File: src/hw/issue_pkg.sv
`default_nettype none

package issue_pkg;

    ////////////////////
    // sizing
    ////////////////////

    localparam int XLEN           = 32; // data and pc width
    localparam int NREG           = 32; // architectural registers
    localparam int IQ_DEPTH       = 16;
    localparam int IQ_FULL_MARGIN = 4;  // slack for the front end to see o_iq_full
    localparam int IQ_PTR_W       = 4;

    ////////////////////
    // encodings
    ////////////////////

    // instruction bits [31:28]
    typedef enum logic [3:0] {
        op_nop   = 4'd0,
        op_add   = 4'd1,
        op_sub   = 4'd2,
        op_and   = 4'd3,
        op_or    = 4'd4,
        op_addi  = 4'd5,
        op_load  = 4'd6,
        op_store = 4'd7,
        op_beq   = 4'd8
    } opcode_e;

    typedef enum logic [2:0] {
        cls_nop     = 3'd0,
        cls_alu     = 3'd1,
        cls_alu_imm = 3'd2,
        cls_load    = 3'd3,
        cls_store   = 3'd4,
        cls_branch  = 3'd5
    } op_class_e;

    typedef enum logic [1:0] {
        fn_add = 2'd0,
        fn_sub = 2'd1,
        fn_and = 2'd2,
        fn_or  = 2'd3
    } alu_fn_e;

    // one decoded instruction as it sits in the issue queue
    typedef struct packed {
        logic [XLEN-1:0] pc;
        op_class_e       cls;
        alu_fn_e         alu_fn;
        logic [4:0]      rd;       // 0 when rf_we is low
        logic [4:0]      rs1;
        logic [4:0]      rs2;
        logic [XLEN-1:0] imm;      // sign-extended imm16
        logic            rf_we;
        logic            uses_rs2;
    } dec_pkt_t;

    localparam dec_pkt_t NOP_PKT = '{default: '0, cls: cls_nop, alu_fn: fn_add};

endpackage

`default_nettype wire
File: src/hw/issue_queue.sv
`default_nettype none

module issue_queue import issue_pkg::*; (
    input  logic       clk,
    input  logic       rstn,
    input  logic [1:0] i_push_valid,
    input  dec_pkt_t   i_push_pkt0,
    input  dec_pkt_t   i_push_pkt1,
    input  logic [1:0] i_pop_num,
    input  logic       i_flush,
    output dec_pkt_t   o_head_pkt0,
    output dec_pkt_t   o_head_pkt1,
    output logic [1:0] o_head_valid,
    output logic       o_full
);

    dec_pkt_t mem [IQ_DEPTH];

    logic [IQ_PTR_W-1:0] head;       // next write slot
    logic [IQ_PTR_W-1:0] tail;       // oldest entry
    logic [IQ_PTR_W-1:0] head_p1;
    logic [IQ_PTR_W-1:0] tail_p1;
    logic [IQ_PTR_W:0]   count;      // 0..IQ_DEPTH
    logic [IQ_PTR_W:0]   count_nxt;
    logic [1:0]          push_num;
    logic [1:0]          valid_nxt;

    assign push_num = {1'b0, i_push_valid[0]} + {1'b0, i_push_valid[1]};
    assign head_p1  = head + IQ_PTR_W'(1); // depth is a power of two, wraps by itself
    assign tail_p1  = tail + IQ_PTR_W'(1);

    // occupancy once this edge's pushes and pops are applied
    assign count_nxt = count + (IQ_PTR_W+1)'(push_num) - (IQ_PTR_W+1)'(i_pop_num);

    always_comb begin
        if (count_nxt == '0) begin
            valid_nxt = 2'b00;
        end else if (count_nxt == (IQ_PTR_W+1)'(1)) begin
            valid_nxt = 2'b01;
        end else begin
            valid_nxt = 2'b11;
        end
    end

    ////////////////////
    // storage
    ////////////////////

    always_ff @(posedge clk or negedge rstn) begin
        if (!rstn) begin
            for (int i = 0; i < IQ_DEPTH; i++) begin
                mem[i] <= NOP_PKT;
            end
        end else if (!i_flush) begin // flush drops this cycle's fetch
            if (i_push_valid[0]) mem[head]    <= i_push_pkt0;
            if (i_push_valid[1]) mem[head_p1] <= i_push_pkt1;
        end
    end

    ////////////////////
    // pointers, flags
    ////////////////////

    always_ff @(posedge clk or negedge rstn) begin
        if (!rstn) begin
            head         <= '0;
            tail         <= '0;
            count        <= '0;
            o_head_valid <= 2'b00;
            o_full       <= 1'b0;
        end else if (i_flush) begin
            head         <= '0;
            tail         <= '0;
            count        <= '0;
            o_head_valid <= 2'b00;
            o_full       <= 1'b0;
        end else begin
            head         <= head + IQ_PTR_W'(push_num);
            tail         <= tail + IQ_PTR_W'(i_pop_num);
            count        <= count_nxt;
            o_head_valid <= valid_nxt;
            o_full       <= count_nxt >= (IQ_PTR_W+1)'(IQ_DEPTH - IQ_FULL_MARGIN);
        end
    end

    // the two oldest entries, valid or not
    assign o_head_pkt0 = mem[tail];
    assign o_head_pkt1 = mem[tail_p1];

    ////////////////////
    // checks
    ////////////////////

    // controller must not take more than the registered heads offer
    a_pop_le_valid: assert property (@(posedge clk) disable iff (!rstn)
        i_pop_num <= ({1'b0, o_head_valid[1]} + {1'b0, o_head_valid[0]}))
        else $error("pop of %0d with head valid %b", i_pop_num, o_head_valid);

    a_push_in_order: assert property (@(posedge clk) disable iff (!rstn)
        !(i_push_valid[1] && !i_push_valid[0]))
        else $error("fetch slot 1 pushed without slot 0");

    // front end ignoring o_full shows up here a few cycles later
    a_count_bound: assert property (@(posedge clk) disable iff (!rstn)
        count <= (IQ_PTR_W+1)'(IQ_DEPTH))
        else $error("occupancy %0d over depth", count);

endmodule

`default_nettype wire

File: config.mk
export PLATFORM = sky130hd
export DESIGN_NAME = issue_queue
export DESIGN_NICKNAME = d
export VERILOG_FILES = /design/src/hw/issue_pkg.sv /design/src/hw/issue_queue.sv
export SDC_FILE = /design/constraint.sdc
export NUM_CORES = 2
export LEC_CHECK = 0
export BUFFER_PORTS_ARGS = -buffer_cell sky130_fd_sc_hd__buf_2
export CAP_MARGIN = 20
export CORE_MARGIN = 8
export CORE_UTILIZATION = 50
export DETAILED_ROUTE_END_ITERATION = 16
export PLACE_DENSITY = 0.77
export SLEW_MARGIN = 40
export SYNTH_ARGS = -nofsm -noshare
export SYNTH_HDL_FRONTEND = slang
export SYNTH_SLANG_ARGS = --single-unit
File: constraint.sdc
create_clock -name clk -period 3.1 [get_ports clk]
set_input_delay 0.465 -clock clk [delete_from_list [all_inputs] [get_ports clk]]
set_output_delay 0.465 -clock clk [all_outputs]
set_load 0.02 [all_outputs]
### Word-level counts from Yosys, hierarchy flattened

Index checks and enable logic that the tools add are counted.

| storage, ports and cells | value |
|---|---|
| word-level logic and storage cells | 193 |
| flip-flop bits (word level) | 1392 |

| operators by class | value |
|---|---|
| reductions and logical operators | 3 |
| equal/unequal tests | 1 |
| bitwise operators | 4 |
| muxes and demuxes | 22 |
| $lt $le $gt $ge | 7 |
| add/subtract/negate cells | 7 |

Operator list:

| cell | number |
|---|---|
| $mux W1376 | 3 |
| $bwmux W1376 | 2 |
| $bmux W86 S4 | 2 |
| $demux W86 S4 | 2 |
| $mux W86 | 6 |
| $ge A5 B5 Y1 const B | 4 |
| $not A4 Y5 | 4 |
| $lt A5 B1 Y1 const B | 2 |
| $add A4 B1 Y4 const B | 2 |
| $add A4 B2 Y4 | 2 |
| $mux W4 | 2 |
| $mux W2 | 3 |
| $add A5 B2 Y5 | 1 |
| $eq A5 B1 Y1 const B | 1 |
| $ge A5 B4 Y1 const B | 1 |
| $logic_not A5 Y1 | 1 |
| $mux W5 | 1 |
| $sub A5 B2 Y5 | 1 |
| $add A1 B1 Y2 | 1 |
| $logic_and A1 B1 Y1 | 2 |
| $mux W1 | 1 |

### Logic depth before layout (Yosys ltp)

| depth | value |
|---|---|
| depth after elaboration | 10 |
| depth in mapped cells | 11 |
| gate-level depth less buffers | 11 |

### Worst setup path before layout

No wires, ideal clock.

| timing path | value |
|---|---|
| path kind | reg2out |
| start point | register tail[1] |
| end point | output o_head_pkt1[0] in the netlist's numbering |
| data arrival time | 2336 ps |
| stages on the path, launching flop included | 6 |
| slack | 299 ps |
| path through | dfrtp_1 -> ha_1 -> clkbuf_1 -> buf_2 -> mux4_2 -> mux4_2 |

RTL lines:

| what | line | source |
|---|---|---|
| start: declaration | issue_queue.sv:20 | `logic [IQ_PTR_W-1:0] tail;` |
| start signal: assignment | issue_queue.sv:79 | `tail <= tail + IQ_PTR_W'(i_pop_num);` |
| end: declaration | issue_queue.sv:12 | `output dec_pkt_t o_head_pkt1,` |

==> impl_summary.md <==
Drt
Dividing the detail-routed wire length by the instance count gives ~39 um. The routed via count divided by cell count is 8.39. For this run, the detailed router's first-pass iteration total came to 8. The number of nets with antenna violations after routing is 0. The number of remaining DRC errors is 0. The initial detailed-routing violation count is ~14000. Summing over every cut layer, the via total after detailed routing is around 76000. The routed wire length is 353 mm.

GRT
The overall routing resource usage is 37.6%. The number of global-route vias before repair is 77800. The global-route wire length before repair is about 520 mm. Summed over all layers, the global routing overflow is 0.

The initial antenna violation count was 17. Entering global routing, the biggest net connects 207 pins.

Power
The clock network accounts for 25.9% of the total power. Summing internal, switching and leakage power gives 74.1 mW. The switching power share of the total is between 30% and 40%.

The worst IR drop on VDD is 0.708 mV. The internal power of the cells totals 47.8 mW. Combinational logic is responsible for 38.3% of the overall power. In this run the static leakage power is 36.4 nW. In this run the power density over the cells is 753 nW/um2.

For this design the total switching power over the nets is approximately 26 mW. Per report_power, the sequential group accounts for 35.7% of the total.

Floorplan
The width of the chip is between 400 and 500 um. The floorplan die height is 427 um. The die covers 182000 um2.

The initial core utilization is 50.1%. The number of top-level pins is 354. The core area is 169000 um2. The number of standard-cell rows in the floorplan is 151.

Timing
The minimum clock period is 3.95 ns. For this run, the top clock speed supported by timing is 253 MHz. The hold slack is 0.0940 ns. Of the available clock period, the critical path in the final layout requires 127%. At the pin with the least slew margin, the transition time is ~0.94 ns.

The final-report setup violation count is 172. The number of failing hold endpoints at the final stage is 0. The number of slew-limit violations in the final report was 0.

Once routing completed, OpenROAD measured the worst setup slack at -0.850 ns. The headroom to the max-slew limit is 37.2%. Setup repair after global routing could not meet its margin everywhere. The clock skew is 0.0458 ns.

Placed design
At the placement stage, the worst setup path has a slack of 0.000710 ns. After detailed placement, the design holds a cell count of 8574. In this run the tool buffered the top-level ports with 353 buffer cells.

Detailed placement finished with a half-perimeter wire length of 182 mm. Routability-driven placement finished with a final weighted congestion of 0.909.

Critical path
The worst register-to-register path has a depth of 6. In this run the register-to-register setup slack is 0.35 ns. The endpoint arrival time on the critical path is approximately 3.5 ns. The worst setup path is of the flop to output pin kind.

Of all nets on the critical path, the largest fanout is 8. The worst register-to-register path ends at mem[1232]. The data required time of the critical path is around 2.6 ns. The category of the worst setup path launch point is a flop. The worst register-to-register path begins at head[0]. STA classifies the critical path endpoint as an output pin.

Clocking
The TritonCTS clock tree is yes. The root buffer cell is clkbuf_16. For this design, the sink count on the clock tree is 1392. The TritonCTS buffer count is 159. CTS built an H-tree with a depth of 4. Clock-pin slew was measured on the worst setup and hold paths at 0.06 ns. No sink is reached through more buffers than the 3 on the longest clock path.

Clock latency on the worst-skew pair, taken at its later pin, is 0.84 ns.

Synthesis
When the netlist entered floorplanning its net count stood at 6956. Sorting the synthesized cells by area gives the leading types as dfrtp_1 (41%), mux4_2 (23%), o2bb2ai_1 (14%). The share of synthesized registers carrying an async set or reset is 100%. The Yosys step of the flow raised 0 warnings. The synthesized design devotes to its leading area cell type 41.2% of total area. Among all flip-flop cells after synthesis, the most frequent one is dfrtp_1.

Summed over all instances, the cell type with the most area after synthesis is dfrtp_1. Synthesis inferred 1392 register bits. The mean cell area of the mapped netlist is roughly 12 um2. Counting flops with a built-in enable in the synthesized netlist gives 0. Sequential cells were found to cover 41.2% of the synthesized design area. Yosys mapped the design onto 37 distinct sky130hd cell types. The instance count of the mapped netlist is 6762. The cell area after synthesis is 84500 um2.

Layout
The commonest non-fill, non-tap cell in the layout is dfrtp_1. Registers take roughly 35000 um2. At the end of the flow the core is filled with cells to 58.4%. The layout net count is 6852. From synthesis to final layout, the design area changed by 16.6%. The count of non-filler cells in the finished layout is 9002.

Leaving out fill and tap cells, the most frequent cells in the layout are dfrtp_1 (1387), a22oi_1 (1376), o2bb2ai_1 (1376). The combined area of the multi-input logic cells is roughly 45000 um2. Counting the fill cells in the layout gives 12700. The share of layout cells above drive strength 1 is 28.3%.

Min path
The path class of the tightest hold or removal check is input port to flop. The worst hold path startpoint is i_flush. The number of instances on the worst hold path is 2. The end point of the most critical hold path is tail[3].

Status
The final reports fail on negative setup slack. The flow ran to the end, but the final reports show violations.

Run
The number of violations of the max-capacitance limit is 0.
-- per-layer routing --
metal	share of wire (%)	track usage [%]	up-vias
met1	31	46.0	37000
met5	0.054	0.618	-
met4	9.9	28.0	10
met3	18	16.5	2453
li1	-	-	27800
met2	41	52.5	8305
-- power groups by stage --
stage	logic, mW	registers, mW	clock network, mW
5_1_grt	29.2	26.8	19.9
3_3_place_gp	23.9	26.1	0
2_1_floorplan	16.9	24.9	0
4_1_cts	27.3	26.2	19.2
3_5_place_dp	24.4	26.3	0
6_report	28.4	26.5	19.2
-- cell usage after synthesis (2+ instances only) --
cell type	count
dfrtp_1	1392
a22oi_1	1376
o2bb2ai_1	1376
mux4_2	860
clkbuf_1	670
nor2_1	358
buf_2	246
nand2_1	96
nor2b_1	94
buf_1	88
and2_1	85
buf_4	25
inv_1	12
ha_1	11
buf_6	10
nand2b_1	10
a21oi_1	6
nor2_2	6
xnor2_1	6
nand3_1	5
fa_1	4
nand3b_1	4
xor2_1	4
nor3_1	3
and2_0	2
o32ai_1	2
-- logic make-up after synthesis --
family | count (synthesis) | share of synthesized area (%)
muxes | 861 | 22.9
adders and majority gates | 15 | 0.258
buffers and inverters | 1051 | 5.24
DFF | 1392 | 41.2
xor gates and xnor gates | 10 | 0.104
and+or+nand+nor | 669 | 3.62
AOI/OAI and AO/OA | 2764 | 26.6
-- sequential cells by signal (all words and copies together) (netlist names) --
register and count:
mem 1376, o_full 1, head 4, count 5, o_head_valid 2, tail 4
-- worst max-delay path by stage --
stage            start               to  slack, ns  cells after the start
6_report       tail[0]  o_head_pkt1[75]      -0.85                      8
5_1_grt        tail[0]  o_head_pkt1[75]      -0.87                      8
4_1_cts        tail[0]  o_head_pkt1[60]      -0.84                      7
3_5_place_dp   tail[0]  o_head_pkt1[43]     0.0007                      6
3_3_place_gp   tail[0]  o_head_pkt1[43]       0.04                      6
2_1_floorplan  tail[1]   o_head_pkt1[0]       0.30                      5
-- worst max-delay path, stage by stage (launching register included) --
cell and delay, ns:
dfrtp_4 0.49, ha_4 0.30, buf_4 0.14, buf_16 0.19, buf_4 0.14, buf_8 0.12
mux4_2 0.49, mux4_2 0.59, buf_6 0.18
-- stage by stage --
stage / setup TNS, ns / cell area (um2)
2_1_floorplan: 0 / 84500
3_3_place_gp: 0 / 88900
3_5_place_dp: 0 / 89000
4_1_cts: -119.92 / 98000
5_1_grt: -123.78 / 98500
6_report: -118.03 / 98500
-- layout make-up --
cell class	count	area share [%]
Tap cell	2218	2.82
Clock inverter	46	0.592
Antenna cell	9	0.0229
Inverter	12	0.0457
Sequential cell	1392	35.4
Timing Repair Buffer	774	10.3
Multi-Input combinational cell	4319	46.1
Clock buffer	232	4.68
-- timing repair --
action,CTS,global route
buffers inserted,53,9
hold buffers,1,0
hold endpoints to repair,52,0
pin swaps,1,0
gates resized for setup,354,48
setup endpoints to repair,172,172
cloned,67,11
No activity file was read; power rests on OpenSTA's default activity.
