$ cat config.mk
export PLATFORM = sky130hd
export DESIGN_NAME = inst_decoder
export DESIGN_NICKNAME = d
export VERILOG_FILES = /design/src/hw/issue_pkg.sv /design/src/hw/inst_decoder.sv
export SDC_FILE = /design/constraint.sdc
export NUM_CORES = 1
export LEC_CHECK = 0
export BUFFER_PORTS_ARGS = -buffer_cell sky130_fd_sc_hd__buf_2
export CORE_MARGIN = 2
export CORE_UTILIZATION = 29
export DETAILED_ROUTE_END_ITERATION = 16
export PLACE_DENSITY = 0.84
export SETUP_SLACK_MARGIN = 0.05
export SYNTH_ARGS = -nofsm -noshare
export SYNTH_HDL_FRONTEND = slang
export SYNTH_SLANG_ARGS = --single-unit
$ cat constraint.sdc
create_clock -name vclk -period 1.67
set_clock_uncertainty 0.05 [all_clocks]
set_input_delay 0.2505 -clock vclk [all_inputs]
set_output_delay 0.2505 -clock vclk [all_outputs]
set_load 0.005 [all_outputs]
$ cat src/hw/issue_pkg.sv
`default_nettype none

package issue_pkg;

    ////////////////////
    // sizing
    ////////////////////

    localparam int XLEN           = 32; // data and pc width
    localparam int NREG           = 32; // architectural registers
    localparam int IQ_DEPTH       = 16;
    localparam int IQ_FULL_MARGIN = 4;  // slack for the front end to see o_iq_full
    localparam int IQ_PTR_W       = 4;

    ////////////////////
    // encodings
    ////////////////////

    // instruction bits [31:28]
    typedef enum logic [3:0] {
        op_nop   = 4'd0,
        op_add   = 4'd1,
        op_sub   = 4'd2,
        op_and   = 4'd3,
        op_or    = 4'd4,
        op_addi  = 4'd5,
        op_load  = 4'd6,
        op_store = 4'd7,
        op_beq   = 4'd8
    } opcode_e;

    typedef enum logic [2:0] {
        cls_nop     = 3'd0,
        cls_alu     = 3'd1,
        cls_alu_imm = 3'd2,
        cls_load    = 3'd3,
        cls_store   = 3'd4,
        cls_branch  = 3'd5
    } op_class_e;

    typedef enum logic [1:0] {
        fn_add = 2'd0,
        fn_sub = 2'd1,
        fn_and = 2'd2,
        fn_or  = 2'd3
    } alu_fn_e;

    // one decoded instruction as it sits in the issue queue
    typedef struct packed {
        logic [XLEN-1:0] pc;
        op_class_e       cls;
        alu_fn_e         alu_fn;
        logic [4:0]      rd;       // 0 when rf_we is low
        logic [4:0]      rs1;
        logic [4:0]      rs2;
        logic [XLEN-1:0] imm;      // sign-extended imm16
        logic            rf_we;
        logic            uses_rs2;
    } dec_pkt_t;

    localparam dec_pkt_t NOP_PKT = '{default: '0, cls: cls_nop, alu_fn: fn_add};

endpackage

`default_nettype wire
$ cat src/hw/inst_decoder.sv
`default_nettype none

module inst_decoder import issue_pkg::*; (
    input  logic [31:0] i_inst,
    input  logic [31:0] i_pc,
    output dec_pkt_t    o_pkt
);

    opcode_e    opcode;
    logic [4:0] fld_rd;
    logic [4:0] fld_rj;
    logic [4:0] fld_rk;
    op_class_e  cls;
    alu_fn_e    alu_fn;
    logic       rf_we;

    assign opcode = opcode_e'(i_inst[31:28]);
    assign fld_rd = i_inst[27:23];
    assign fld_rj = i_inst[22:18];
    assign fld_rk = i_inst[17:13]; // overlaps imm16, only meaningful for reg-reg ops

    ////////////////////
    // opcode to class
    ////////////////////

    always_comb begin
        cls    = cls_nop;
        alu_fn = fn_add;
        rf_we  = 1'b0;
        case (opcode)
            op_add: begin
                cls   = cls_alu;
                rf_we = 1'b1;
            end
            op_sub: begin
                cls    = cls_alu;
                alu_fn = fn_sub;
                rf_we  = 1'b1;
            end
            op_and: begin
                cls    = cls_alu;
                alu_fn = fn_and;
                rf_we  = 1'b1;
            end
            op_or: begin
                cls    = cls_alu;
                alu_fn = fn_or;
                rf_we  = 1'b1;
            end
            op_addi: begin
                cls   = cls_alu_imm;
                rf_we = 1'b1;
            end
            op_load: begin
                cls   = cls_load;   // address = rj + imm
                rf_we = 1'b1;
            end
            op_store: cls = cls_store;
            op_beq: begin
                cls    = cls_branch;
                alu_fn = fn_sub;    // compare by subtraction
            end
            default: cls = cls_nop; // op_nop and undefined codes
        endcase
    end

    ////////////////////
    // packet fields
    ////////////////////

    always_comb begin
        o_pkt        = NOP_PKT;
        o_pkt.pc     = i_pc;
        o_pkt.cls    = cls;
        o_pkt.alu_fn = alu_fn;
        o_pkt.rf_we  = rf_we;
        o_pkt.rd     = rf_we ? fld_rd : 5'd0;
        o_pkt.rs1    = fld_rj;
        o_pkt.imm    = {{(XLEN-16){i_inst[15]}}, i_inst[15:0]};
        case (cls)
            cls_alu: begin
                o_pkt.rs2      = fld_rk;
                o_pkt.uses_rs2 = 1'b1;
            end
            cls_store, cls_branch: begin
                o_pkt.rs2      = fld_rd; // store data / compare reg lives in rd field
                o_pkt.uses_rs2 = 1'b1;
            end
            default: begin
                o_pkt.rs2      = 5'd0;
                o_pkt.uses_rs2 = 1'b0;
            end
        endcase
    end

endmodule

`default_nettype wire

# Word-level counts from Yosys, hierarchy flattened

Cells that the tools add are included.

Register bits: 0
Bits in latches: 0
Bits in read-only memories: 0
RAM bits: 0
Bits of input ports: 64
Memories kept: 0
Logic and storage cells: 22
Output and inout port bits: 86

Add/sub/neg operators: 0
Mux-type cells: 6
Equality and inequality tests: 11
Order comparisons: 0
Shift operators: 0
Reductions and logical operators: 5
Bitwise gates (word level): 0
$mul: 0
Divide/modulo/power cells: 0

Operators with widths:

| kind                                                | count |
|---|---|
| equality test 4 x 3 -> 1 bit, second input constant | 4 |
| one-hot mux 3 bit (5 select lines)                  | 1 |
| one-hot mux 5 bit (2 select lines)                  | 1 |
| equality test 4 x 2 -> 1 bit, second input constant | 2 |
| equality test 3 bit, second input constant          | 2 |
| one-hot mux 2 bit (3 select lines)                  | 1 |
| OR reduction 6 bit                                  | 1 |
| 2-to-1 mux 5 bit                                    | 1 |
| equality test 4 x 1 -> 1 bit, second input constant | 1 |
| equality test 4 bit, second input constant          | 1 |
| OR reduction 2 bit                                  | 2 |
| OR reduction 4 bit                                  | 1 |
| equality test 3 x 1 -> 1 bit, second input constant | 1 |
| OR reduction 3 bit                                  | 1 |
| 2-to-1 mux 1 bit                                    | 2 |

# Depth between registers and ports, before layout

Gate-level depths: netlist (run 1).

Word-level depth: 6
Mapped depth: 5

# Worst setup path after synthesis (run 1)

Ideal clock, no wire load.

Path type: input-to-output
Start: in i_inst[28]
End: out o_pkt[44] in the netlist's numbering
Stages on the path: 5
Data arrival time: 1.067 ns
Data required time: 1.370 ns
Slack: 0.303 ns
Buffers on the path: 2
Path through: buf_6 -> and2_4 -> buf_6 -> a211oi_4 -> and2_1

RTL lines:

| what               | line              | text |
|---|---|---|
| start: declaration | inst_decoder.sv:4 | `input logic [31:0] i_inst,` |
| end: declaration   | inst_decoder.sv:6 | `output dec_pkt_t o_pkt` |

==> results of run 1 <==
-- final cells by class --
| class | count | area (sq um) |
|---|---|---|
| timing repair buffer | 52 | 265 |
| tap | 33 | 41.3 |
| fill | 338 | 2360 |
| inverter | 1 | 3.75 |
| multi-input combinational | 44 | 312 |
-- per-stage QoR --
stage	hold slack [ns]	area, sq um	util	total power, mW	std cells
6_report	0.451	622	0.209	0.159	130
3_3_place_gp	0.451	619	0.208	0.159	130
2_1_floorplan	0.532	891	-	0.217	120
4_1_cts	0.451	619	0.208	0.162	130
3_5_place_dp	0.451	619	0.208	0.161	130
5_1_grt	0.451	622	0.209	0.181	130
-- cell usage after synthesis --
cell type  count  area (sq um)
nand2_1        1          3.75
a22oi_1        6          45.0
o21ai_0        9          45.0
nand2b_1       1          6.26
and2_1         5          31.3
o21ba_2        1          10.0
xnor2_1        1          8.76
nand3b_1       1          7.51
buf_4         71           533
nor3_1         1          5.00
and2_4         1          8.76
inv_1          1          3.75
nor4b_2        1          15.0
or3b_1         1          8.76
a21oi_1        1          5.00
a21o_1         1          7.51
buf_6          4          45.0
mux2i_1        1          10.0
xor2_1         1          8.76
a211oi_4       1          20.0
nor2_1         5          18.8
a32oi_1        5          43.8
-- metal layers --
metal,track usage,up-vias
met3,0.0153,10
li1,-,287
met2,0.168,52
met5,0,-
met1,0.104,274
met4,0.0357,0
-- kinds of logic (layout without fill, tap and decap cells) --
| kind of cell | Yosys count | after routing | share of synthesized area |
|---|---|---|---|
| AND/OR/NAND/NOR | 17 | 17 | 0.118 |
| multiplexers | 1 | 1 | 0.0112 |
| AO/OA/AOI/OAI | 24 | 24 | 0.198 |
| buffers and inverters | 76 | 53 | 0.653 |
| XOR/XNOR | 2 | 2 | 0.0197 |
-- power groups by stage --
stage | clock network (mW) | logic (mW) | registers [mW]
final | 0 | 0.159 | 0
after global routing | 0 | 0.181 | 0
after CTS | 0 | 0.162 | 0
after detailed placement | 0 | 0.161 | 0
after global placement | 0 | 0.159 | 0
after floorplan | 0 | 0.217 | 0
-- timing repair --
item | in CTS | in global routing
resized for setup | 0 | 1
endpoints found under the setup margin | 0 | 3
endpoints found under the hold margin | 0 | 0
-- path summary, 6_finish.rpt --
kind   endpoint  slack, ns
min   o_pkt[10]       0.45
max   o_pkt[46]       0.14
==> metrics, run 1 <==
status finished clean; Port Buffers 50; final setup margin 0.144 ns; met2 WL post-DR 871 microns; synth warn 0; register area share after synthesis 0; CP required 1.37 ns; final-report max-slew violation count 0; number of stages on the worst setup path 5; CP Max Fanout 9; CP cell instances buf_2, and2_4, a211oi_4, and2_1, buf_2; io pins 150; CP Buf/Inv Count 2; first-pass GRT wire length 2550 microns; commonest non-fill, non-tap cell in the layout buf_2; Crit Path Class in2out; VDD IR-drop max 0.0000764 V; vias in the first global route 529; DRT Wirelength 1820 microns; uppermost layer routed met4; switch share 0.523; Core Box Area 2980 sq um; 1st-iter DRT viols 14; Post-Syn Instances 120; gr ovfl total 0; Max Freq 655 MHz; endpoints failing setup 0; Final Cycle Share 0.914; Crit path top cell by count buf_2; Clk pwr share 0; Worst Min Path Start i_inst[8]; Worst Tran Pin Value 0.402 ns; Worst path max stage delay 0.33 ns; total die area 3530 sq um; clock buf count 0; vias per inst 4.79; chip width 59.4 microns; internal power 75.8 uW; RSZ-0062 raised after global routing no; Post-CTS Setup Inserts 0; endpoints failing hold 0; Residual DRC 0; met1 WL 684 microns; Pwr Density 256 nW/um^2; Pleak 0.324 nW; Worst Setup SP i_inst[28]; Post-Syn Area 891 sq um; most frequent cells in the layout 50 x buf_2, 9 x o21ai_0, 6 x a22oi_1; WL/cell 14.0 microns; FF+latch count 0; Worst Hold Class in2out; CP Capture Type primary output; Post-Place Worst Slack 0.108 ns; antenna-violating nets left 0; routability cong. 0.759; Row Count 20; WHS Path Cells 0; layout net count 163; slew margin rel. 0.730; Seq pwr share 0; # diodes 0; Post-Syn Nets 184; synthesis-to-finish area growth -30.2%; slowest CP cell a211oi_4; gr usage total 0.0917; cts hold-fix bufs 0; Sequential cell area 0 sq um; Netlist cell types 22; share of layout cells above drive strength 1 0.588; Initial Util 0.299; Top delay family on crit path simple AND/OR/NAND/NOR gates; Tmin final 1.53 ns; Comb power frac 1.000; Avg Inst Size Synth 7.42 sq um; total number of vias 623; setup tns final 0 ns; drt pass-1 iters 4; MaxCap Viol Count 0; WP data arrival 1.23 ns; net load switching power 83.2 uW; largest net degree at the start of global routing 20; die height 59.4 microns; initial antenna violation count 0; hpwl dp 1490 microns; crit start category input pin; met3 WL 230 microns
No activity file was read; power rests on OpenSTA's default activity.
==> inputs of run 2 (changes only) <==
--- a/config.mk
+++ b/config.mk
@@ -6,6 +6,7 @@
 export NUM_CORES = 1
 export LEC_CHECK = 0
 export BUFFER_PORTS_ARGS = -buffer_cell sky130_fd_sc_hd__buf_2
+export CORE_ASPECT_RATIO = 1.75
 export CORE_MARGIN = 2
 export CORE_UTILIZATION = 29
 export DETAILED_ROUTE_END_ITERATION = 16
==> metrics, run 2 (synthesis results as in run 1) <==
Worst Hold Class in2out; CP cell instances buf_2, and2_4, a211oi_4, and2_1, buf_2; final-report max-slew violation count 0 (unchanged); cts hold-fix bufs 0 (unchanged); initial antenna violation count 0 (unchanged); CP required 1.37 ns (about the same); Post-CTS Resized 0 (unchanged); Initial Util 0.304 (+0.00511); WL/cell 19.0 microns (+36%); share of layout cells above drive strength 1 0.582 (-0.00600); WP data arrival 1.19 ns (-0.04 ns); status finished clean; total number of vias 655 (+5.1%); die height 77.3 microns (+30%); FF+latch count 0 (unchanged); Crit Path Class in2out; VDD IR-drop max 0.0000897 V (+17%); fillcell total 348 (+3.0%); MaxCap Viol Count 0 (unchanged); gr ovfl total 0 (unchanged); post-layout util 0.212 (+0.00314); commonest non-fill, non-tap cell in the layout buf_2; vias in the first global route 545 (+3.0%); Sequential cell area 0 sq um (unchanged); hpwl dp 2010 microns (+35%); CP Max Fanout 9 (unchanged); Crit path top cell by count buf_2; CP Capture Type primary output; routability cong. 0.850 (+12%); first-pass GRT wire length 3150 microns (+24%); antenna-violating nets left 0 (unchanged); Core Box Area 2930 sq um (-1.7%); Worst path max stage delay 0.30 ns (-0.03 ns); Port Buffers 50 (unchanged); endpoints failing setup 0 (unchanged); slew margin rel. 0.758 (+0.0280); Post-CTS Setup Inserts 0 (unchanged); gr usage total 0.120 (+0.0286); Tmin final 1.49 ns (-0.0317 ns); # diodes 0 (unchanged); Pwr Density 264 nW/um^2 (+3.2%); vias per inst 5.20 (+8.5%); DRT Wirelength 2400 microns (+32%); Post-Place Worst Slack 0.107 ns (-0.000798 ns); largest net degree at the start of global routing 18 (-10%); slowest CP cell a211oi_4; WHS 0.451 ns (unchanged); RSZ-0062 raised after global routing no; io pins 150 (unchanged); Top delay family on crit path simple AND/OR/NAND/NOR gates; cell area after layout 621 sq um (-0.20%); total die area 3550 sq um (+0.49%); 1st-iter DRT viols 5 (-9); chip width 45.9 microns (-23%); Final Cycle Share 0.895 (-0.0190); setup tns final 0 ns (unchanged); Residual DRC 0 (unchanged); synthesis-to-finish area growth -30.3%; crit start category input pin; Pleak 0.329 nW (+1.5%); final setup margin 0.176 ns (+0.0317 ns); drt pass-1 iters 4 (unchanged); Row Count 26 (+30%); clock buf count 0 (unchanged); endpoints failing hold 0 (unchanged); most frequent cells in the layout 50 x buf_2, 9 x o21ai_0, 6 x a22oi_1; Worst Tran Pin Value 0.360 ns (-0.0416 ns); Placed Area 621 sq um (+0.20%); Max Freq 669 MHz (+2.1%); layout net count 164 (+0.61%); CP Buf/Inv Count 2 (unchanged)
## run 2: worst paths after layout
path	start	to	slack [ns]	cells after the start
max	i_inst[28]	o_pkt[46]	0.18	5
min	i_inst[10]	o_pkt[12]	0.45	0
## run 2: stage by stage
stage	power, mW	instances
floorplan	0.217	120
global placement	0.163	126
detailed placement	0.166	126
CTS	0.166	126
global route	0.182	126
finish	0.164	126
## run 2: report_power, final
| part | switching, mW | total, mW | internal (mW) |
|---|---|---|---|
| Sequential | 0 | 0 | 0 |
| Clock | 0 | 0 | 0 |
| Combinational | 0.0864 | 0.164 | 0.0773 |
| Total | 0.0864 | 0.164 | 0.0773 |
## run 2: layout make-up
cell class	instances	area, sq um	area share
multi-input cells	44	309	0.498
repair buffers	53	273	0.440
well taps	28	35.0	0.0565
inverters	1	3.75	0.00605
## run 2: metal layers
| metal | wire length [microns] | share of wire | track usage |
|---|---|---|---|
| met5 | 0 | 0 | 0 |
| met4 | 265 | 0.11 | 0.120 |
| met3 | 330 | 0.14 | 0.0165 |
| met2 | 1210 | 0.51 | 0.221 |
| met1 | 588 | 0.25 | 0.0901 |
