--- config.mk ---
export PLATFORM = sky130hd
export DESIGN_NAME = issue_ctrl
export DESIGN_NICKNAME = d
export VERILOG_FILES = /design/src/hw/issue_pkg.sv /design/src/hw/issue_ctrl.sv
export SDC_FILE = /design/constraint.sdc
export NUM_CORES = 1
export LEC_CHECK = 0
export BUFFER_PORTS_ARGS = -buffer_cell sky130_fd_sc_hd__buf_2
export CORE_AREA = 3 3 68 70
export DETAILED_ROUTE_END_ITERATION = 8
export DIE_AREA = 0 0 71 73
export PLACE_DENSITY = 0.53
export SYNTH_ARGS = -nofsm -noshare
export SYNTH_HDL_FRONTEND = slang
export SYNTH_SLANG_ARGS = --single-unit
--- constraint.sdc ---
create_clock -name vclk -period 4.45
set_clock_uncertainty 0.15 [all_clocks]
set_input_delay 0.445 -clock vclk [all_inputs]
set_output_delay 0.445 -clock vclk [all_outputs]
set_load 0.05 [all_outputs]
--- src/hw/issue_pkg.sv ---
`default_nettype none

package issue_pkg;

    ////////////////////
    // sizing
    ////////////////////

    localparam int XLEN           = 32; // data and pc width
    localparam int NREG           = 32; // architectural registers
    localparam int IQ_DEPTH       = 16;
    localparam int IQ_FULL_MARGIN = 4;  // slack for the front end to see o_iq_full
    localparam int IQ_PTR_W       = 4;

    ////////////////////
    // encodings
    ////////////////////

    // instruction bits [31:28]
    typedef enum logic [3:0] {
        op_nop   = 4'd0,
        op_add   = 4'd1,
        op_sub   = 4'd2,
        op_and   = 4'd3,
        op_or    = 4'd4,
        op_addi  = 4'd5,
        op_load  = 4'd6,
        op_store = 4'd7,
        op_beq   = 4'd8
    } opcode_e;

    typedef enum logic [2:0] {
        cls_nop     = 3'd0,
        cls_alu     = 3'd1,
        cls_alu_imm = 3'd2,
        cls_load    = 3'd3,
        cls_store   = 3'd4,
        cls_branch  = 3'd5
    } op_class_e;

    typedef enum logic [1:0] {
        fn_add = 2'd0,
        fn_sub = 2'd1,
        fn_and = 2'd2,
        fn_or  = 2'd3
    } alu_fn_e;

    // one decoded instruction as it sits in the issue queue
    typedef struct packed {
        logic [XLEN-1:0] pc;
        op_class_e       cls;
        alu_fn_e         alu_fn;
        logic [4:0]      rd;       // 0 when rf_we is low
        logic [4:0]      rs1;
        logic [4:0]      rs2;
        logic [XLEN-1:0] imm;      // sign-extended imm16
        logic            rf_we;
        logic            uses_rs2;
    } dec_pkt_t;

    localparam dec_pkt_t NOP_PKT = '{default: '0, cls: cls_nop, alu_fn: fn_add};

endpackage

`default_nettype wire
--- src/hw/issue_ctrl.sv ---
`default_nettype none

module issue_ctrl import issue_pkg::*; (
    input  dec_pkt_t   i_head_pkt0,
    input  dec_pkt_t   i_head_pkt1,
    input  logic [1:0] i_head_valid,
    input  logic       i_stall,
    output logic [1:0] o_issue_num
);

    logic issue_a;
    logic issue_b;
    logic a_is_mem;
    logic b_is_mem;
    logic mem_pair;     // one memory port downstream
    logic a_branch;
    logic raw_rs1;
    logic raw_rs2;
    logic raw_hazard;

    ////////////////////
    // slot a
    ////////////////////

    assign issue_a = i_head_valid[0] && !i_stall;

    ////////////////////
    // slot b blockers
    ////////////////////

    assign a_is_mem = (i_head_pkt0.cls == cls_load) || (i_head_pkt0.cls == cls_store);
    assign b_is_mem = (i_head_pkt1.cls == cls_load) || (i_head_pkt1.cls == cls_store);
    assign mem_pair = a_is_mem && b_is_mem;

    assign a_branch = (i_head_pkt0.cls == cls_branch); // b may be on the wrong path

    // rd is zeroed by the decoder for non-writers, so rd != 0 covers rf_we
    assign raw_rs1 = (i_head_pkt0.rd != 5'd0) && (i_head_pkt1.rs1 == i_head_pkt0.rd);
    assign raw_rs2 = (i_head_pkt0.rd != 5'd0) && i_head_pkt1.uses_rs2
                     && (i_head_pkt1.rs2 == i_head_pkt0.rd);
    assign raw_hazard = raw_rs1 || raw_rs2; // no forwarding inside a pair

    assign issue_b = issue_a && i_head_valid[1] && !a_branch && !mem_pair && !raw_hazard;

    always_comb begin
        if (issue_b) begin
            o_issue_num = 2'd2;
        end else if (issue_a) begin
            o_issue_num = 2'd1;
        end else begin
            o_issue_num = 2'd0;
        end
    end

    // dcache miss holds the whole pair back
    a_stall_no_issue: assert final (!(i_stall && (o_issue_num != 2'd0)))
        else $error("issue count %0d while stalled", o_issue_num);

endmodule

`default_nettype wire

# [Word level (Yosys, flattened, before mapping)]
# Cells that the tools add are included.
[totals] register_bits=0 inputBits=175 wordCells=26 out_inout_bits=2
[op_classes] eq_ne=7 reduce_logical=17 n_mux=2
[op_table] cell="5-bit == test" n=2
[op_table] cell="3-bit == test (second input constant)" n=3
[op_table] cell="1-bit logical AND" n=9
[op_table] cell="3-bit by 2-bit == test with 1-bit output (second input constant)" n=2
[op_table] cell="5-bit nonzero test" n=1
[op_table] cell="1-bit zero test" n=4
[op_table] cell="1-bit logical OR" n=3
[op_table] cell="2-bit two-way mux" n=1
[op_table] cell="1-bit two-way mux" n=1

# [Logic depth before layout (Yosys ltp)]
# Gate-level depths: netlist of run 1.
[logic_depth] ltp_word=7 mapped_depth=5 ltp_nobuf=4

# [Least setup slack after synthesis of run 1]
# Ideal clock, no wire load.
[synth_path] kind="input port to output port" from="input i_head_pkt0[44] (netlist bit)" to="output o_issue_num[0]" arrival_time_ns=1.710 required_ns=3.855 path_stages=4 setup_slack_ns=2.145 n_path_buf=0 cell_sequence="or4_4 -> o211ai_1 -> nor2_1 -> o311a_1"
[synth_between] elab_chain_len=7 elab_cells_between_ends=10 cone_classes="2 x eq/ne; 1 x mux; 7 x reduce/logical"
[synth_lines] item="start: declaration" line_no="issue_ctrl.sv:4" source="input dec_pkt_t i_head_pkt0,"
[synth_lines] item="5-bit nonzero test" line_no="issue_ctrl.sv:38, issue_ctrl.sv:39"
[synth_lines] item="1-bit logical AND" line_no="issue_ctrl.sv:39" source="assign raw_rs2 = (i_head_pkt0.rd != 5'd0) && i_head_pkt1.uses_rs2"
[synth_lines] item="1-bit logical AND" line_no="issue_ctrl.sv:40" source="&& (i_head_pkt1.rs2 == i_head_pkt0.rd);"
[synth_lines] item="1-bit logical OR (*)" line_no="issue_ctrl.sv:41" source="assign raw_hazard = raw_rs1 || raw_rs2;"
[synth_lines] item="1-bit zero test (*)" line_no="issue_ctrl.sv:43" source="assign issue_b = issue_a && i_head_valid[1] && !a_branch && !mem_pair && !raw_hazard;"
[synth_lines] item="1-bit logical AND (*)" line_no="issue_ctrl.sv:43"
[synth_lines] item="2-bit two-way mux (*)" line_no="issue_ctrl.sv:46" source="if (issue_b) begin"
[synth_lines] item="end: declaration" line_no="issue_ctrl.sv:8" source="output logic [1:0] o_issue_num"
# Every way passes the cells marked *; elsewhere a longest branch is shown, timed or not.

# [Worst setup path after layout of run 1]
[layout_path] from="input i_head_pkt0[44] (netlist bit)" to="output o_issue_num[1]"
# Same word-level chain as after synthesis.

==> results of run 1 <==
how the worst max path moves through the flow:
| stage | to | slack, ps |
|---|---|---|
| CTS | o_issue_num[1] | 1920 |
| floorplan | o_issue_num[0] | 2140 |
| finish | o_issue_num[1] | 1940 |
| detailed placement | o_issue_num[0] | 1920 |
| global placement | o_issue_num[0] | 1920 |
| global route | o_issue_num[1] | 1830 |
worst max-delay path, delay by kind of cell:
| family | cells | cell delay, ps |
|---|---|---|
| simple gates | 3 | 890 |
| buf+inv | 2 | 440 |
| compound gates | 1 | 140 |
cells in the mapped netlist:
| cell | n | area (µm²) |
|---|---|---|
| or4_4 | 1 | 11.3 |
| o311ai_0 | 2 | 17.5 |
| nand4_1 | 1 | 6.26 |
| nor3b_1 | 1 | 7.51 |
| and3b_1 | 1 | 8.76 |
| xnor2_1 | 7 | 61.3 |
| o211ai_2 | 1 | 12.5 |
| o311a_1 | 1 | 10.0 |
| o211ai_1 | 1 | 7.51 |
| nor4_1 | 2 | 12.5 |
| inv_1 | 2 | 7.51 |
| buf_4 | 1 | 7.51 |
| nor2_1 | 2 | 7.51 |
| nand2_1 | 2 | 7.51 |
| xor2_1 | 3 | 26.3 |
stage by stage:
| stage | util [%] | std cells |
|---|---|---|
| after floorplan | - | 28 |
| after global placement | 9.97 | 104 |
| after detailed placement | 9.97 | 104 |
| after CTS | 9.97 | 104 |
| after global routing | 9.97 | 104 |
| final | 9.97 | 104 |
area by class of cell:
class,instances,area (µm²),area share (%)
Tap cell,50,62.6,15.6
Inverter,2,7.51,1.87
Timing Repair Buffer,27,135,33.6
Multi-Input combinational cell,25,196,48.9
kinds of logic after synthesis:
| group | count (synthesis) |
|---|---|
| AOI/OAI and AO/OA | 5 |
| xor gates and xnor gates | 10 |
| buffers and inverters | 3 |
| and+or+nand+nor | 10 |
layer usage:
metal	GRT usage [%]	wire, µm	up-vias
met4	0	0	0
met1	4.82	449	121
met2	5.87	394	16
met3	1.10	108	0
met5	0	0	-
li1	-	-	156
power by group:
group	switching, mW	internal (mW)
Clock	0	0
Sequential	0	0
Combinational	0.0159	0.0170
Total	0.0159	0.0170
==> results_dict.tcl, run 1 <==
set metrics [dict create \
    outcome "finished clean" \
    dr.pass1.iters 2 \
    finalSetupTns_ps 0 \
    total_power_uw 32.9 \
    wl_per_cell_um 9.15 \
    syn-instance-count 28 \
    dp_hpwl_um 916 \
    ys_seq_area_share_pct 0 \
    yosys.area_share.simple_pct 29.0 \
    start_util_pct 5.25 \
    setup.worst_path.start "i_head_pkt0[44]" \
    rsz0062_at_grt "false" \
    nFlopsAndLatches 0 \
    nNetsFinal 231 \
    slew-limit-headroom_pct 66.7 \
    synthDistinctLibCells 15 \
    rows 23 \
    finish.instance_area_um2 402 \
    min-delay-start "i_head_valid[0]" \
    vias 293 \
    worstHoldPathType "in2out" \
    synth_area_um2 211 \
    holdWs_ps 1140 \
    place.gp.congestion 0.641 \
    track_usage_pct 3.54 \
    end_kind "output pin" \
    crit_path_max_fanout 3 \
    antenna_found_initial 0 \
    final_common_cell "buf_2" \
    critPathRequiredTime_ps 3860 \
    synth_xor_area_share_pct 41.4 \
    post_cts_resized 0 \
    area_growth_pct 89.9 \
    synth_compound_area_share_pct 22.5 \
    pre_cts_slack_ps 1920 \
    finalSetupViolations 0 \
    critPathKind "in2out" \
    max_stage_delay_ps 540 \
    fp.dieH_um 73 \
    start_kind "input port" \
    synth_top_family_by_area "XOR/XNOR gates" \
    arrival_ps 1910 \
    synth_mux_area_share_pct 0 \
    register_area_um2 0 \
    n_clock_buffer 0 \
    yosys_warnings 0 \
    place.port_buffers 27 \
    total_leakage_power_nw 0.178 \
    cp_slowest_cell "or4_4" \
    grt_pass1_vias 311 \
    fill_cells 488 \
    syn_nets 203 \
    worstMarginPinSlew_ps 495 \
    crit_chain "buf_2 > or4_4 > o211ai_2 > nor4_1 > nor4_1 > buf_2" \
    ir_worst_vdd_mv 0.0225 \
    num_antenna_cells 0 \
    p_per_area_nw_per_um2 81.8 \
    fmax_ghz 0.399 \
    drc_errors 0 \
    die_w_um 71 \
    finalWorstSetupSlack_ps 1940 \
    period_needed_ps 2510 \
    drv_cap 0 \
    drt-total-wl_um 952 \
    final_max_slew_viol_count 0 \
    cts_hold_buffers 0 \
    ioPinCount 177 \
    die-area_um2 5180 \
    grt_max_degree 5 \
    period_share_pct 56.3 \
    post_cts_buffers 0 \
    final_layout_size_suffix_gt1_share_pct 53.7 \
    post_dp_cell_area_um2 402 \
    post_synth.cell_area_avg_um2 7.55 \
    gr-total-overflow 0 \
    layout_common_cells "buf_2 (27), xnor2_1 (7), xor2_1 (3)" \
    min_to "o_issue_num[1]" \
    routed_via_density 2.82 \
    hold_violations 0 \
    synth_adder_area_share_pct 0 \
    min_path_cells 4 \
    core_area_um2 4030 \
    drtIter0Drc 6 \
    ant_nets 0 \
    grt_pass1_wl_mm 1.50 \
]
No activity file was read; power rests on OpenSTA's default activity.
==> inputs of run 2 (changes only) <==
--- a/config.mk
+++ b/config.mk
@@ -9,7 +9,7 @@
 export CORE_AREA = 3 3 68 70
 export DETAILED_ROUTE_END_ITERATION = 8
 export DIE_AREA = 0 0 71 73
-export PLACE_DENSITY = 0.53
+export PLACE_DENSITY = 0.55
 export SYNTH_ARGS = -nofsm -noshare
 export SYNTH_HDL_FRONTEND = slang
 export SYNTH_SLANG_ARGS = --single-unit
==> constraint.sdc (replaced) <==
create_clock -name vclk -period 2.1
set_clock_uncertainty 0.15 [all_clocks]
set_input_delay 0.21 -clock vclk [all_inputs]
set_output_delay 0.21 -clock vclk [all_outputs]
set_load 0.05 [all_outputs]
==> run 2 against run 1 <==
  * Sequential share of layout area is the same
  * Worst setup slack lost 1900 ps
  * Critical path type unchanged
  * Via count is 3.4% higher
  * Final cell count grew 0.96%
  * Worst hold slack got worse by 480 ps
  * Non-clock buffer count up 1
  * Global-route usage hardly changed
==> results_dict.tcl, run 2 (synthesized netlist as in run 1, its figures left out) <==
set metrics [dict create \
    pre_cts_slack_ps 86.5 \
    register_area_um2 0 \
    cts_hold_buffers 0 \
    p_per_area_nw_per_um2 185 \
    layout_common_cells "buf_2 (25), xnor2_1 (7), xor2_1 (3), buf_4 (3)" \
    hold_violations 0 \
    crit_chain "buf_2 > or4_4 > o211ai_4 > nor4_4 > o311a_1 > buf_4" \
    ir_worst_vdd_mv 0.0378 \
    final_layout_size_suffix_gt1_share_pct 58.2 \
    final_max_slew_viol_count 0 \
    finalSetupViolations 0 \
    use_met3_pct 0.826 \
    rows 23 \
    holdWs_ps 663 \
    grt_pass1_vias 318 \
    track_usage_pct 3.57 \
    antenna_found_initial 0 \
    finish.instance_area_um2 444 \
    core_area_um2 4030 \
    grt_use_met2_pct 5.87 \
    met1_usage_pct 5.07 \
    critPathKind "in2out" \
    outcome "finished clean" \
    start_kind "input port" \
    area_growth_pct 110 \
    place.port_buffers 27 \
    n_clock_buffer 0 \
    period_share_pct 97.9 \
    placed_cells 105 \
    min-delay-start "i_stall" \
    total_leakage_power_nw 0.190 \
    grt_pass1_wl_mm 1.50 \
    worstMarginPinSlew_ps 428 \
    vias 303 \
    crit_path_max_fanout 2 \
    dr.pass1.iters 2 \
    wl_per_cell_um 9.32 \
    nFlopsAndLatches 0 \
    start_util_pct 5.25 \
    nNetsFinal 232 \
    min_path_cells 4 \
    drt-total-wl_um 979 \
    cp_slowest_cell "or4_4" \
    routed_via_density 2.89 \
    gr-total-overflow 0 \
    worstHoldPathType "in2out" \
    max_stage_delay_ps 550 \
    post_cts_resized 0 \
    arrival_ps 1700 \
    die_w_um 71 \
    busiest_layer "met2" \
    period_needed_ps 2060 \
    drv_cap 0 \
    drtIter0Drc 2 \
    critPathRequiredTime_ps 1740 \
    rsz0062_at_grt "false" \
    drc_errors 0 \
    ant_nets 0 \
    fill_cells 482 \
    place.gp.congestion 0.611 \
    min_to "o_issue_num[0]" \
    post_dp_cell_area_um2 409 \
    finalSetupTns_ps 0 \
    fmax_ghz 0.487 \
    ioPinCount 177 \
    instances_no_fill 105 \
    post_cts_buffers 0 \
    finalWorstSetupSlack_ps 44.5 \
    fp.dieH_um 73 \
    grt_max_degree 5 \
    die-area_um2 5180 \
    slew-limit-headroom_pct 71.0 \
    num_antenna_cells 0 \
    final_common_cell "buf_2" \
    end_kind "output pin" \
    setup.worst_path.start "i_head_pkt0[44]" \
    total_power_uw 82.4 \
    final_core_util_pct 11.0 \
]
[run 2: cell count changes in the layout (fill, tap and decap cells not counted), sizes merged]
cell | previous run | this run
buf | 27 | 28
[run 2: power by group]
group	internal, mW	leakage, nW	switching [mW]
clock network	0	0	0
registers	0	0	0
logic	0.0410	0.190	0.0413
[run 2: worst max-delay path by stage]
stage	cells after the start	endpoint	slack, ps
floorplan	4	o_issue_num[0]	260
global placement	6	o_issue_num[1]	70
detailed placement	6	o_issue_num[0]	90
CTS	6	o_issue_num[0]	80
global route	6	o_issue_num[0]	6
finish	6	o_issue_num[0]	40
[run 2: critical path, delay by kind of cell]
family                 cells  cell delay (ps)
AOI/OAI and AO/OA          2              570
buffers and inverters      2              300
and+or+nand+nor            2              620
[run 2: cell type report]
type                       instances  area [µm²]  share of cell area [%]
inverter                           2        7.51                    1.69
tap                               50        62.6                    14.1
timing repair buffer              28         148                    33.2
multi-input combinational         25         226                    51.0
[run 2: per-layer routing]
layer,share of wire [%],vias up
met5,0,-
met4,0,0
met3,8.3,0
met2,45,15
met1,47,129
li1,-,159
==> inputs of run 3 (changes only) <==
--- a/config.mk
+++ b/config.mk
@@ -9,6 +9,7 @@
 export CORE_AREA = 3 3 68 70
 export DETAILED_ROUTE_END_ITERATION = 8
 export DIE_AREA = 0 0 71 73
+export GPL_TIMING_DRIVEN = 0
 export PLACE_DENSITY = 0.55
 export SYNTH_ARGS = -nofsm -noshare
 export SYNTH_HDL_FRONTEND = slang
==> constraint.sdc (replaced) <==
create_clock -name vclk -period 1.75
set_clock_uncertainty 0.15 [all_clocks]
set_input_delay 0.175 -clock vclk [all_inputs]
set_output_delay 0.175 -clock vclk [all_outputs]
set_load 0.05 [all_outputs]
==> run 3 against run 2 <==
  * The flow now finishes with violations (setup timing)
  * Largest cell class unchanged
  * Critical path type unchanged
  * Flip-flop and latch count did not move
  * Non-clock buffer count is 2 higher
  * Die area unchanged
==> results_dict.tcl, run 3 (synthesized netlist as in run 1, its figures left out) <==
set metrics [dict create \
    outcome "complete, but fails checks" \
    violations "setup timing" \
    worstMarginPinSlew_ps 440 \
    dr.pass1.iters 1 \
    cpMostUsedCell "buf_8" \
    layout_common_cells "buf_2 (23), xnor2_1 (7), xor2_1 (3), buf_4 (3), buf_8 (3)" \
    worstHoldPathType "in2out" \
    fp.dieH_um 73 \
    antenna_found_initial 0 \
    ir_worst_vdd_mv 0.0464 \
    finalSetupTns_ps -329 \
    start_util_pct 5.25 \
    drv_cap 0 \
    register_area_um2 0 \
    max_stage_delay_ps 530 \
    area_growth_pct 127 \
    rows 23 \
    hold_violations 0 \
    rsz0062_at_grt "true" \
    critPathKind "in2out" \
    crit_chain "buf_8 > or4_4 > o211ai_1 > nor2_2 > nor4_1 > buf_4 > buf_8" \
    grt_pass1_wl_mm 1.59 \
    multi_input_area_um2 216 \
    fmax_ghz 0.514 \
    finish.instance_area_um2 480 \
    routed_via_density 2.89 \
    end_kind "output pin" \
    vias 309 \
    die-area_um2 5180 \
    grt_max_degree 5 \
    wl_per_cell_um 9.78 \
    track_usage_pct 3.83 \
    setup.worst_path.start "i_head_pkt0[44]" \
    drt-total-wl_mm 1.05 \
    num_antenna_cells 0 \
    n_clock_buffer 0 \
    nFlopsAndLatches 0 \
    nNetsFinal 234 \
    place.gp.congestion 0.582 \
    slew-limit-headroom_pct 70.2 \
    period_needed_ps 1940 \
    post_dp_cell_area_um2 410 \
    finalSetupViolations 2 \
    final_layout_size_suffix_gt1_share_pct 61.4 \
    final_common_cell "buf_2" \
    gr-total-overflow 0 \
    crit_path_end "o_issue_num[1]" \
    total_leakage_power_nw 0.203 \
    core_area_um2 4030 \
    total_power_uw 104 \
    drtIter0Drc 0 \
    p_per_area_nw_per_um2 216 \
    final_max_slew_viol_count 0 \
    drc_errors 0 \
    ant_nets 0 \
    placed_cells 105 \
    fill_cells 475 \
    die_w_um 71 \
    instances_no_fill 107 \
    arrival_ps 1620 \
    crit_path_max_fanout 2 \
    dp_hpwl_um 920 \
    place.port_buffers 27 \
    ioPinCount 177 \
    start_kind "input port" \
    grt_pass1_vias 336 \
    finalWorstSetupSlack_ps -195 \
    cp_slowest_cell "or4_4" \
    critPathRequiredTime_ps 1420 \
    period_share_pct 111 \
]
run 3: cell types whose count changed in the layout (fill, tap and decap cells not counted), sizes merged:
cell | previous run | this run
buf | 28 | 30
run 3: metrics by stage:
step	util (%)	worst slack [ps]	hold WS (ps)
after CTS	11.4	-240	583
after global routing	11.9	-258	587
after detailed placement	10.2	-323	625
final	11.9	-195	574
after global placement	10.2	-317	616
after floorplan	-	4.31	409
run 3: worst min-delay path by stage:
stage / start / endpoint / slack, ps / cells past startpoint
after CTS: i_stall / o_issue_num[0] / 580 / 4
after detailed placement: i_stall / o_issue_num[0] / 620 / 4
after global routing: i_head_valid[0] / o_issue_num[0] / 590 / 3
after floorplan: i_head_valid[0] / o_issue_num[0] / 410 / 1
final: i_head_valid[0] / o_issue_num[0] / 570 / 3
after global placement: i_stall / o_issue_num[0] / 620 / 4
run 3: power by group:
part           switching [mW]  internal (mW)  total [mW]
registers                   0              0           0
clock network               0              0           0
logic                  0.0464         0.0574       0.104
total                  0.0464         0.0574       0.104
run 3: worst max-delay path: cells and delay by family:
kind            cells  cell delay (ps)
buf+inv             3              380
compound gates      1              200
simple gates        3              860
run 3: layout make-up:
class	count	area share, %
Buffer	1	1.56
Inverter	2	1.56
Multi-Input combinational cell	25	45.1
Timing Repair Buffer	29	38.8
Tap cell	50	13.0
run 3: metal layers:
layer	part of all wire (%)	wire length [µm]	vias up	GRT usage, %
met5	0	0	-	0
met4	0	0	0	0
met3	9.5	99	0	1.24
met2	47	492	15	6.69
met1	43	455	131	4.90
li1	-	-	163	-
run 3: repair_timing:
action                                  CTS  global route
hold endpoints to repair                  0             0
resized for setup                        12             3
gates cloned                              0             0
buffers inserted                          1             1
pin swaps                                 4             3
endpoints found under the setup margin    2             2
hold buffers                              0             0
